===== config.mk =====
export PLATFORM = sky130hd
export DESIGN_NAME = cpu_core
export DESIGN_NICKNAME = d
export VERILOG_FILES = /design/src/rtl/isa_pkg.sv /design/src/rtl/core_pkg.sv /design/src/rtl/controller.sv /design/src/rtl/imm_select.sv /design/src/rtl/reg_file.sv /design/src/rtl/alu.sv /design/src/rtl/cpu_core.sv
export SDC_FILE = /design/constraint.sdc
export NUM_CORES = 2
export LEC_CHECK = 0
export ABC_CLOCK_PERIOD_IN_PS = 7000
export BUFFER_PORTS_ARGS = -buffer_cell sky130_fd_sc_hd__buf_2
export CAP_MARGIN = 20
export CORE_UTILIZATION = 60
export CTS_BUF_LIST = sky130_fd_sc_hd__clkbuf_4
export DETAILED_ROUTE_END_ITERATION = 12
export GPL_TIMING_DRIVEN = 1
export PLACE_DENSITY_LB_ADDON = 0.2
export SLEW_MARGIN = 10
export SYNTH_ARGS = -nofsm -noshare
export SYNTH_HDL_FRONTEND = slang
export SYNTH_HIERARCHICAL = 1
export SYNTH_SLANG_ARGS = --single-unit

===== constraint.sdc =====
create_clock -name clock -period 7 [get_ports clock]
set_input_delay 0.35 -clock clock [delete_from_list [all_inputs] [get_ports clock]]
set_output_delay 0.35 -clock clock [all_outputs]
set_load 0.005 [all_outputs]

===== src/rtl/isa_pkg.sv =====
// instruction set encoding, referenced by scoped name from the decoder, immediate unit and ALU
package isa_pkg;

  // instruction field positions, given as low bit and width
  localparam int opcode_lsb   = 25;
  localparam int opcode_width = 6;

  localparam int rd_lsb  = 20;
  localparam int rs1_lsb = 15;
  localparam int rs2_lsb = 10;

  localparam int shamt_lsb   = 10; // shares bits with rs2
  localparam int shamt_width = 5;

  localparam int subop_lsb   = 0;
  localparam int subop_width = 5;

  localparam int imm15_lsb   = 0;
  localparam int imm15_width = 15;

  localparam int imm20_lsb   = 0;
  localparam int imm20_width = 20;

  // major opcode in bits 30..25
  typedef enum logic [opcode_width-1:0] {
    op_alu  = 6'b100000, // register ops and immediate shifts
    op_movi = 6'b100010,
    op_addi = 6'b101000,
    op_xori = 6'b101011,
    op_ori  = 6'b101100
  } opcode_t;

  // sub-opcode under op_alu, also the ALU operation code
  typedef enum logic [subop_width-1:0] {
    alu_add   = 5'b00000,
    alu_sub   = 5'b00001,
    alu_and   = 5'b00010,
    alu_xor   = 5'b00011,
    alu_or    = 5'b00100,
    alu_slli  = 5'b01000,
    alu_srli  = 5'b01001, // nop shares this code
    alu_rotri = 5'b01011
  } subop_t;

endpackage


===== src/rtl/core_pkg.sv =====
// microarchitecture types shared by the core RTL and its testbench
package core_pkg;

  // trace record widths, match the default core configuration
  localparam int trace_data_width = 32;
  localparam int trace_addr_width = 5;

  // sequencer states
  typedef enum logic [1:0] {
    stop  = 2'b00,
    fetch = 2'b01,
    exe   = 2'b10,
    write = 2'b11
  } state_t;

  // immediate kind
  typedef enum logic [1:0] {
    imm5_ze  = 2'b00,
    imm15_se = 2'b01,
    imm15_ze = 2'b10,
    imm20_se = 2'b11
  } imm_sel_t;

  // writeback source
  typedef enum logic {
    alu_result = 1'b0,
    immediate  = 1'b1
  } wb_sel_t;

  // one control word per cycle from the controller
  typedef struct packed {
    logic             enable_fetch;
    logic             enable_execute;
    logic             enable_writeback;
    imm_sel_t         imm_sel;
    logic             use_imm;   // alu operand b from immediate
    wb_sel_t          wb_sel;
    isa_pkg::subop_t  alu_op;
  } ctrl_t;

  // register write as seen at the core boundary
  typedef struct packed {
    logic                        valid;
    logic [trace_addr_width-1:0] rd;
    logic [trace_data_width-1:0] data;
  } wb_trace_t;

endpackage


===== src/rtl/controller.sv =====
// four-state sequencer, decodes the current instruction into a control word every cycle
module controller #(
  parameter int data_width = 32
) (
  input  logic                  clock,
  input  logic                  reset,
  input  logic [data_width-1:0] instr,
  output core_pkg::ctrl_t       ctrl,
  output core_pkg::state_t      state
);

  core_pkg::state_t  state_next;
  isa_pkg::opcode_t  opcode;
  isa_pkg::subop_t   subop;
  logic              is_shift;

  assign opcode = isa_pkg::opcode_t'(instr[isa_pkg::opcode_lsb +: isa_pkg::opcode_width]);
  assign subop  = isa_pkg::subop_t'(instr[isa_pkg::subop_lsb +: isa_pkg::subop_width]);

  assign is_shift = subop inside {isa_pkg::alu_srli, isa_pkg::alu_slli, isa_pkg::alu_rotri};

  always_ff @(posedge clock) begin
    if (reset) begin
      state <= core_pkg::stop;
    end else begin
      state <= state_next;
    end
  end

  always_comb begin
    case (state)
      core_pkg::stop:  state_next = core_pkg::fetch;
      core_pkg::fetch: begin
        // movi has nothing to compute
        if (opcode == isa_pkg::op_movi) begin
          state_next = core_pkg::write;
        end else begin
          state_next = core_pkg::exe;
        end
      end
      core_pkg::exe:   state_next = core_pkg::write;
      default:         state_next = core_pkg::stop;
    endcase
  end

  always_comb begin
    ctrl.enable_fetch     = (state == core_pkg::fetch);
    ctrl.enable_execute   = (state == core_pkg::exe);
    ctrl.enable_writeback = (state == core_pkg::write);
    ctrl.imm_sel          = core_pkg::imm5_ze;
    ctrl.use_imm          = 1'b0;
    ctrl.wb_sel           = core_pkg::alu_result;
    ctrl.alu_op           = subop;
    case (opcode)
      isa_pkg::op_alu: begin
        ctrl.use_imm = is_shift; // shift amount sits in the rs2 field
      end
      isa_pkg::op_addi: begin
        ctrl.imm_sel = core_pkg::imm15_se;
        ctrl.use_imm = 1'b1;
        ctrl.alu_op  = isa_pkg::alu_add;
      end
      isa_pkg::op_ori: begin
        ctrl.imm_sel = core_pkg::imm15_ze;
        ctrl.use_imm = 1'b1;
        ctrl.alu_op  = isa_pkg::alu_or;
      end
      isa_pkg::op_xori: begin
        ctrl.imm_sel = core_pkg::imm15_ze;
        ctrl.use_imm = 1'b1;
        ctrl.alu_op  = isa_pkg::alu_xor;
      end
      isa_pkg::op_movi: begin
        ctrl.imm_sel = core_pkg::imm20_se;
        ctrl.wb_sel  = core_pkg::immediate;
      end
      default: begin
        ctrl.use_imm = 1'b0; // unknown opcode, register form
      end
    endcase
  end

  // latched word in execute must agree with the routing chosen in fetch
  a_movi_no_exe: assert property (@(posedge clock) disable iff (reset)
    ctrl.enable_execute |-> opcode != isa_pkg::op_movi)
    else $error("controller: movi reached the execute state");

  // state stays a known encoding once out of reset
  a_state_legal: assert property (@(posedge clock) disable iff (reset)
    state inside {core_pkg::stop, core_pkg::fetch, core_pkg::exe, core_pkg::write})
    else $error("controller: illegal state %b", state);

endmodule


===== src/rtl/imm_select.sv =====
// builds the immediate operand from the latched instruction by zero or sign extension
module imm_select #(
  parameter int data_width = 32
) (
  input  logic [data_width-1:0] instr,
  input  core_pkg::imm_sel_t    imm_sel,
  output logic [data_width-1:0] imm
);

  logic [isa_pkg::shamt_width-1:0] imm5;
  logic [isa_pkg::imm15_width-1:0] imm15;
  logic [isa_pkg::imm20_width-1:0] imm20;

  assign imm5  = instr[isa_pkg::shamt_lsb +: isa_pkg::shamt_width];
  assign imm15 = instr[isa_pkg::imm15_lsb +: isa_pkg::imm15_width];
  assign imm20 = instr[isa_pkg::imm20_lsb +: isa_pkg::imm20_width];

  always_comb begin
    case (imm_sel)
      core_pkg::imm5_ze: begin
        imm = data_width'(imm5); // shift amount
      end
      core_pkg::imm15_se: begin
        imm = {{(data_width - isa_pkg::imm15_width){imm15[isa_pkg::imm15_width-1]}}, imm15};
      end
      core_pkg::imm15_ze: begin
        imm = data_width'(imm15);
      end
      default: begin
        imm = {{(data_width - isa_pkg::imm20_width){imm20[isa_pkg::imm20_width-1]}}, imm20};
      end
    endcase
  end

endmodule


===== src/rtl/reg_file.sv =====
// register file, two combinational reads and one write, register zero fixed at zero
module reg_file #(
  parameter int data_width = 32,
  parameter int addr_width = 5
) (
  input  logic                  clock,
  input  logic                  reset,
  input  logic [addr_width-1:0] rs1,
  input  logic [addr_width-1:0] rs2,
  input  logic [addr_width-1:0] rd,
  input  logic                  write_enable,
  input  logic [data_width-1:0] write_data,
  output logic [data_width-1:0] rs1_data,
  output logic [data_width-1:0] rs2_data
);

  localparam int depth = 2 ** addr_width;

  logic [data_width-1:0] regs [depth];

  always_ff @(posedge clock) begin
    if (reset) begin
      for (int i = 0; i < depth; i++) begin
        regs[i] <= '0;
      end
    end else if (write_enable && rd != '0) begin
      regs[rd] <= write_data; // r0 writes dropped
    end
  end

  assign rs1_data = (rs1 == '0) ? '0 : regs[rs1];
  assign rs2_data = (rs2 == '0) ? '0 : regs[rs2];

  // controller must always drive a clean write strobe
  a_we_known: assert property (@(posedge clock) disable iff (reset)
    !$isunknown(write_enable))
    else $error("reg_file: write_enable unknown");

endmodule


===== src/rtl/alu.sv =====
// integer ALU for add, sub, logic, shifts and rotate, chosen by the operation code
module alu #(
  parameter int data_width = 32
) (
  input  isa_pkg::subop_t       alu_op,
  input  logic [data_width-1:0] a,
  input  logic [data_width-1:0] b,
  output logic [data_width-1:0] result
);

  logic [isa_pkg::shamt_width-1:0] shamt;
  logic [2*data_width-1:0]         rot_wide;

  assign shamt = b[isa_pkg::shamt_width-1:0]; // only low bits count

  // rotate as a shift of the doubled word
  assign rot_wide = {a, a} >> shamt;

  always_comb begin
    case (alu_op)
      isa_pkg::alu_add: begin
        result = a + b;
      end
      isa_pkg::alu_sub: begin
        result = a - b;
      end
      isa_pkg::alu_and: begin
        result = a & b;
      end
      isa_pkg::alu_or: begin
        result = a | b;
      end
      isa_pkg::alu_xor: begin
        result = a ^ b;
      end
      isa_pkg::alu_srli: begin
        result = a >> shamt;
      end
      isa_pkg::alu_slli: begin
        result = a << shamt;
      end
      isa_pkg::alu_rotri: begin
        result = rot_wide[data_width-1:0]; // low bits wrap to the top
      end
      default: begin
        result = '0;
      end
    endcase
  end

endmodule


===== src/rtl/cpu_core.sv =====
// multi-cycle core top, pc and instruction latch, wires controller and datapath
module cpu_core #(
  parameter int data_width = 32,
  parameter int addr_width = 5
) (
  input  logic                  clock,
  input  logic                  reset,
  input  logic [data_width-1:0] ir,
  output logic [data_width-1:0] pc,
  output core_pkg::wb_trace_t   wb
);

  core_pkg::ctrl_t       ctrl;
  core_pkg::state_t      state;
  logic [data_width-1:0] instr_q;
  logic [data_width-1:0] decode_word;
  logic [data_width-1:0] imm;
  logic [data_width-1:0] rs1_data;
  logic [data_width-1:0] rs2_data;
  logic [data_width-1:0] alu_b;
  logic [data_width-1:0] alu_out;
  logic [data_width-1:0] result_q;
  logic [data_width-1:0] write_data;
  logic [addr_width-1:0] rs1;
  logic [addr_width-1:0] rs2;
  logic [addr_width-1:0] rd;

  // the latch is not loaded yet in fetch, so decode the incoming word there
  assign decode_word = (state == core_pkg::fetch) ? ir : instr_q;

  always_ff @(posedge clock) begin
    if (ctrl.enable_fetch) begin
      instr_q <= ir;
    end
  end

  always_ff @(posedge clock) begin
    if (ctrl.enable_execute) begin
      result_q <= alu_out;
    end
  end

  always_ff @(posedge clock) begin
    if (reset) begin
      pc <= '0;
    end else if (ctrl.enable_writeback) begin
      pc <= pc + data_width'(1); // one word per instruction
    end
  end

  assign rs1 = instr_q[isa_pkg::rs1_lsb +: addr_width];
  assign rs2 = instr_q[isa_pkg::rs2_lsb +: addr_width];
  assign rd  = instr_q[isa_pkg::rd_lsb +: addr_width];

  controller #(.data_width(data_width)) i_controller (
    .clock (clock),
    .reset (reset),
    .instr (decode_word),
    .ctrl  (ctrl),
    .state (state)
  );

  imm_select #(.data_width(data_width)) i_imm_select (
    .instr   (instr_q),
    .imm_sel (ctrl.imm_sel),
    .imm     (imm)
  );

  reg_file #(.data_width(data_width), .addr_width(addr_width)) i_reg_file (
    .clock        (clock),
    .reset        (reset),
    .rs1          (rs1),
    .rs2          (rs2),
    .rd           (rd),
    .write_enable (ctrl.enable_writeback),
    .write_data   (write_data),
    .rs1_data     (rs1_data),
    .rs2_data     (rs2_data)
  );

  assign alu_b = ctrl.use_imm ? imm : rs2_data;

  alu #(.data_width(data_width)) i_alu (
    .alu_op (ctrl.alu_op),
    .a      (rs1_data),
    .b      (alu_b),
    .result (alu_out)
  );

  // movi writes the immediate, all others the registered alu result
  assign write_data = (ctrl.wb_sel == core_pkg::immediate) ? imm : result_q;

  assign wb.valid = ctrl.enable_writeback;
  assign wb.rd    = core_pkg::trace_addr_width'(rd);
  assign wb.data  = core_pkg::trace_data_width'(write_data);

endmodule


==> results.cfg <==
[clocking]
cts_buffers = 314
cts_tree = built
clk_path_buf_depth = 4
htreeDepth = 5
cts-root-buf = clkbuf_4
clk_pin_slew_worst_paths_ns = 0.06
clock_latency_ns = 1.33
clock_sink_count = 1121

[sta]
period_needed_ns = 6.63
relSlewSlack_pct = 18.7
tightest_slew_ns = 1.22
finalHoldViolCount = 0
setup_viol = 0
setup_ws_ns = 0.374
fin_crit_sh_pct = 94.7
max_freq_mhz = 151
skew_ns = 0.161
slew_viol_final = 0

[route]
first_iter_violations = 6743
drc = 0
postRouteWirelength_um = 234000
num_vias = 49500
antenna_left = 0
wl_per_cell_um = 33.2
vias_per_cell = 7.00
dr.pass1.iters = 7

[floorplan]
io_pins = 104
die_height_um = 337
dieWidth_um = 337
coreArea_sq_um = 111000
row_count = 122
die-area_sq_um = 114000
start_util_pct = 60.8

[cells_and_area]
syn2layout_area_growth_pct = 10.5
fin_cells = 7071
final_nets = 5504
final_layout_size_suffix_gt1_share_pct = 29.3
fin_area_sq_um = 74500

[grt]
grt_overflow = 0
track_usage_pct = 41.4
grt_max_degree = 84
grt_pass1_vias = 49000
grt_pass1_wl_um = 333000
antenna_found_initial = 7

[placement]
dp_cells = 6472
place_ws_ns = 0.194
gp_congestion = 1.01
placed_area_sq_um = 70000
hpwl_um = 150000
io_buffers = 102

[pwr]
p_per_area_nw_per_um2 = 413
p_leak_uw = 0.0280
ir_drop_v = 0.000357
p_total_uw = 30800

[critical_path]
end_kind = flip-flop
arrival_ns = 7.62
worst-setup-path-type = flip-flop to flip-flop
cp.required_ns = 7.99
startpoint_type = flip-flop
path_max_fanout = 11

[yosys]
yosys_warnings = 6
syn_inst = 5084
syn_area_sq_um = 67400
avgSynthCellArea_sq_um = 13.3

[hold_path]
hp-class = input port to flip-flop

[status]
status = finished clean

[run]
max-cap-violations = 0
## final timing paths
check,start,end,slack [ns],cells past startpoint
hold / removal,ir[29],i_controller/state[0]$_SDFF_PP0_,0.20,6
setup / recovery,instr_q[13]$_DFFE_PP_,result_q[30]$_DFFE_PP_,0.37,24
setup reg to reg,instr_q[13]$_DFFE_PP_,result_q[30]$_DFFE_PP_,0.37,24
hold reg to reg,pc[29]$_SDFFE_PP0P_,pc[29]$_SDFFE_PP0P_,0.51,2
## area by class of cell
| cell class | count | area (sq um) |
|---|---|---|
| Antenna cell | 17 | 42.5 |
| Sequential cell | 1121 | 33300 |
| Tap cell | 1488 | 1860 |
| Inverter | 91 | 342 |
| Fill cell | 8070 | 36500 |
| Clock buffer | 457 | 3430 |
| Multi-Input combinational cell | 3391 | 31700 |
| Timing Repair Buffer | 448 | 3510 |
| Clock inverter | 58 | 284 |
## repair_timing
action | 4_1_cts | 5_1_grt
endpoints found under the hold margin | 90 | 0
endpoints found under the setup margin | 0 | 13
hold buffers | 63 | 0
buffers inserted | 0 | 2
resized for setup | 0 | 6
## metrics by stage
| stage | util (%) | hold WS [ns] | setup TNS [ns] |
|---|---|---|---|
| after floorplan | - | 0.415 | 0 |
| after global placement | 63.1 | 0.477 | 0 |
| after detailed placement | 63.1 | 0.495 | 0 |
| after CTS | 67.0 | 0.105 | 0 |
| after global routing | 67.1 | 0.185 | -0.0121 |
| final | 67.1 | 0.201 | 0 |
## placed cells by master (no fill, tap or decap), drive strengths merged, types with 132 or more instances in the layout
cell type / n
nand2: 143
clkbuf: 458
nor2: 166
mux2: 132
and2: 1002
o22ai: 143
edfxtp: 1087
buf: 384
mux4: 502
mux2i: 242
## registers in the layout, indices dropped and copies added, names as in the netlist
register / flops
i_reg_file/regs: 1024
pc: 32
result_q: 32
instr_q: 31
i_controller/state: 2
## critical path, cell delays in order (launching register included)
cell and delay [ns]:
edfxtp_1 0.51, buf_4 0.25, and2_2 0.40, buf_4 0.30, a22o_1 0.24, a2111oi_1 0.35, buf_4 0.26, nor3_1 0.09
mux2_2 0.34, nor4_2 0.30, and2_1 0.27, nand3_1 0.27, o41ai_1 0.40, xnor2_1 0.12, ha_1 0.42, and4_1 0.30
nand3_1 0.15, nand2b_1 0.18, and3_1 0.19, o31ai_4 0.10, a31oi_4 0.14, o21ai_2 0.15, buf_4 0.13, a31oi_1 0.07
or3b_1 0.36
## per-layer routing
metal  track usage (%)  wire, um
met3              13.5     33500
met4              23.8     14300
met2              63.1    106000
met1              52.0     80800
met5             0.723       145
## report_power, final
group	switching, uW	internal (uW)
Sequential	252	7810
Combinational	10500	6390
Clock	2820	3040
Total	13600	17200
No activity file was read; power rests on OpenSTA's default activity.
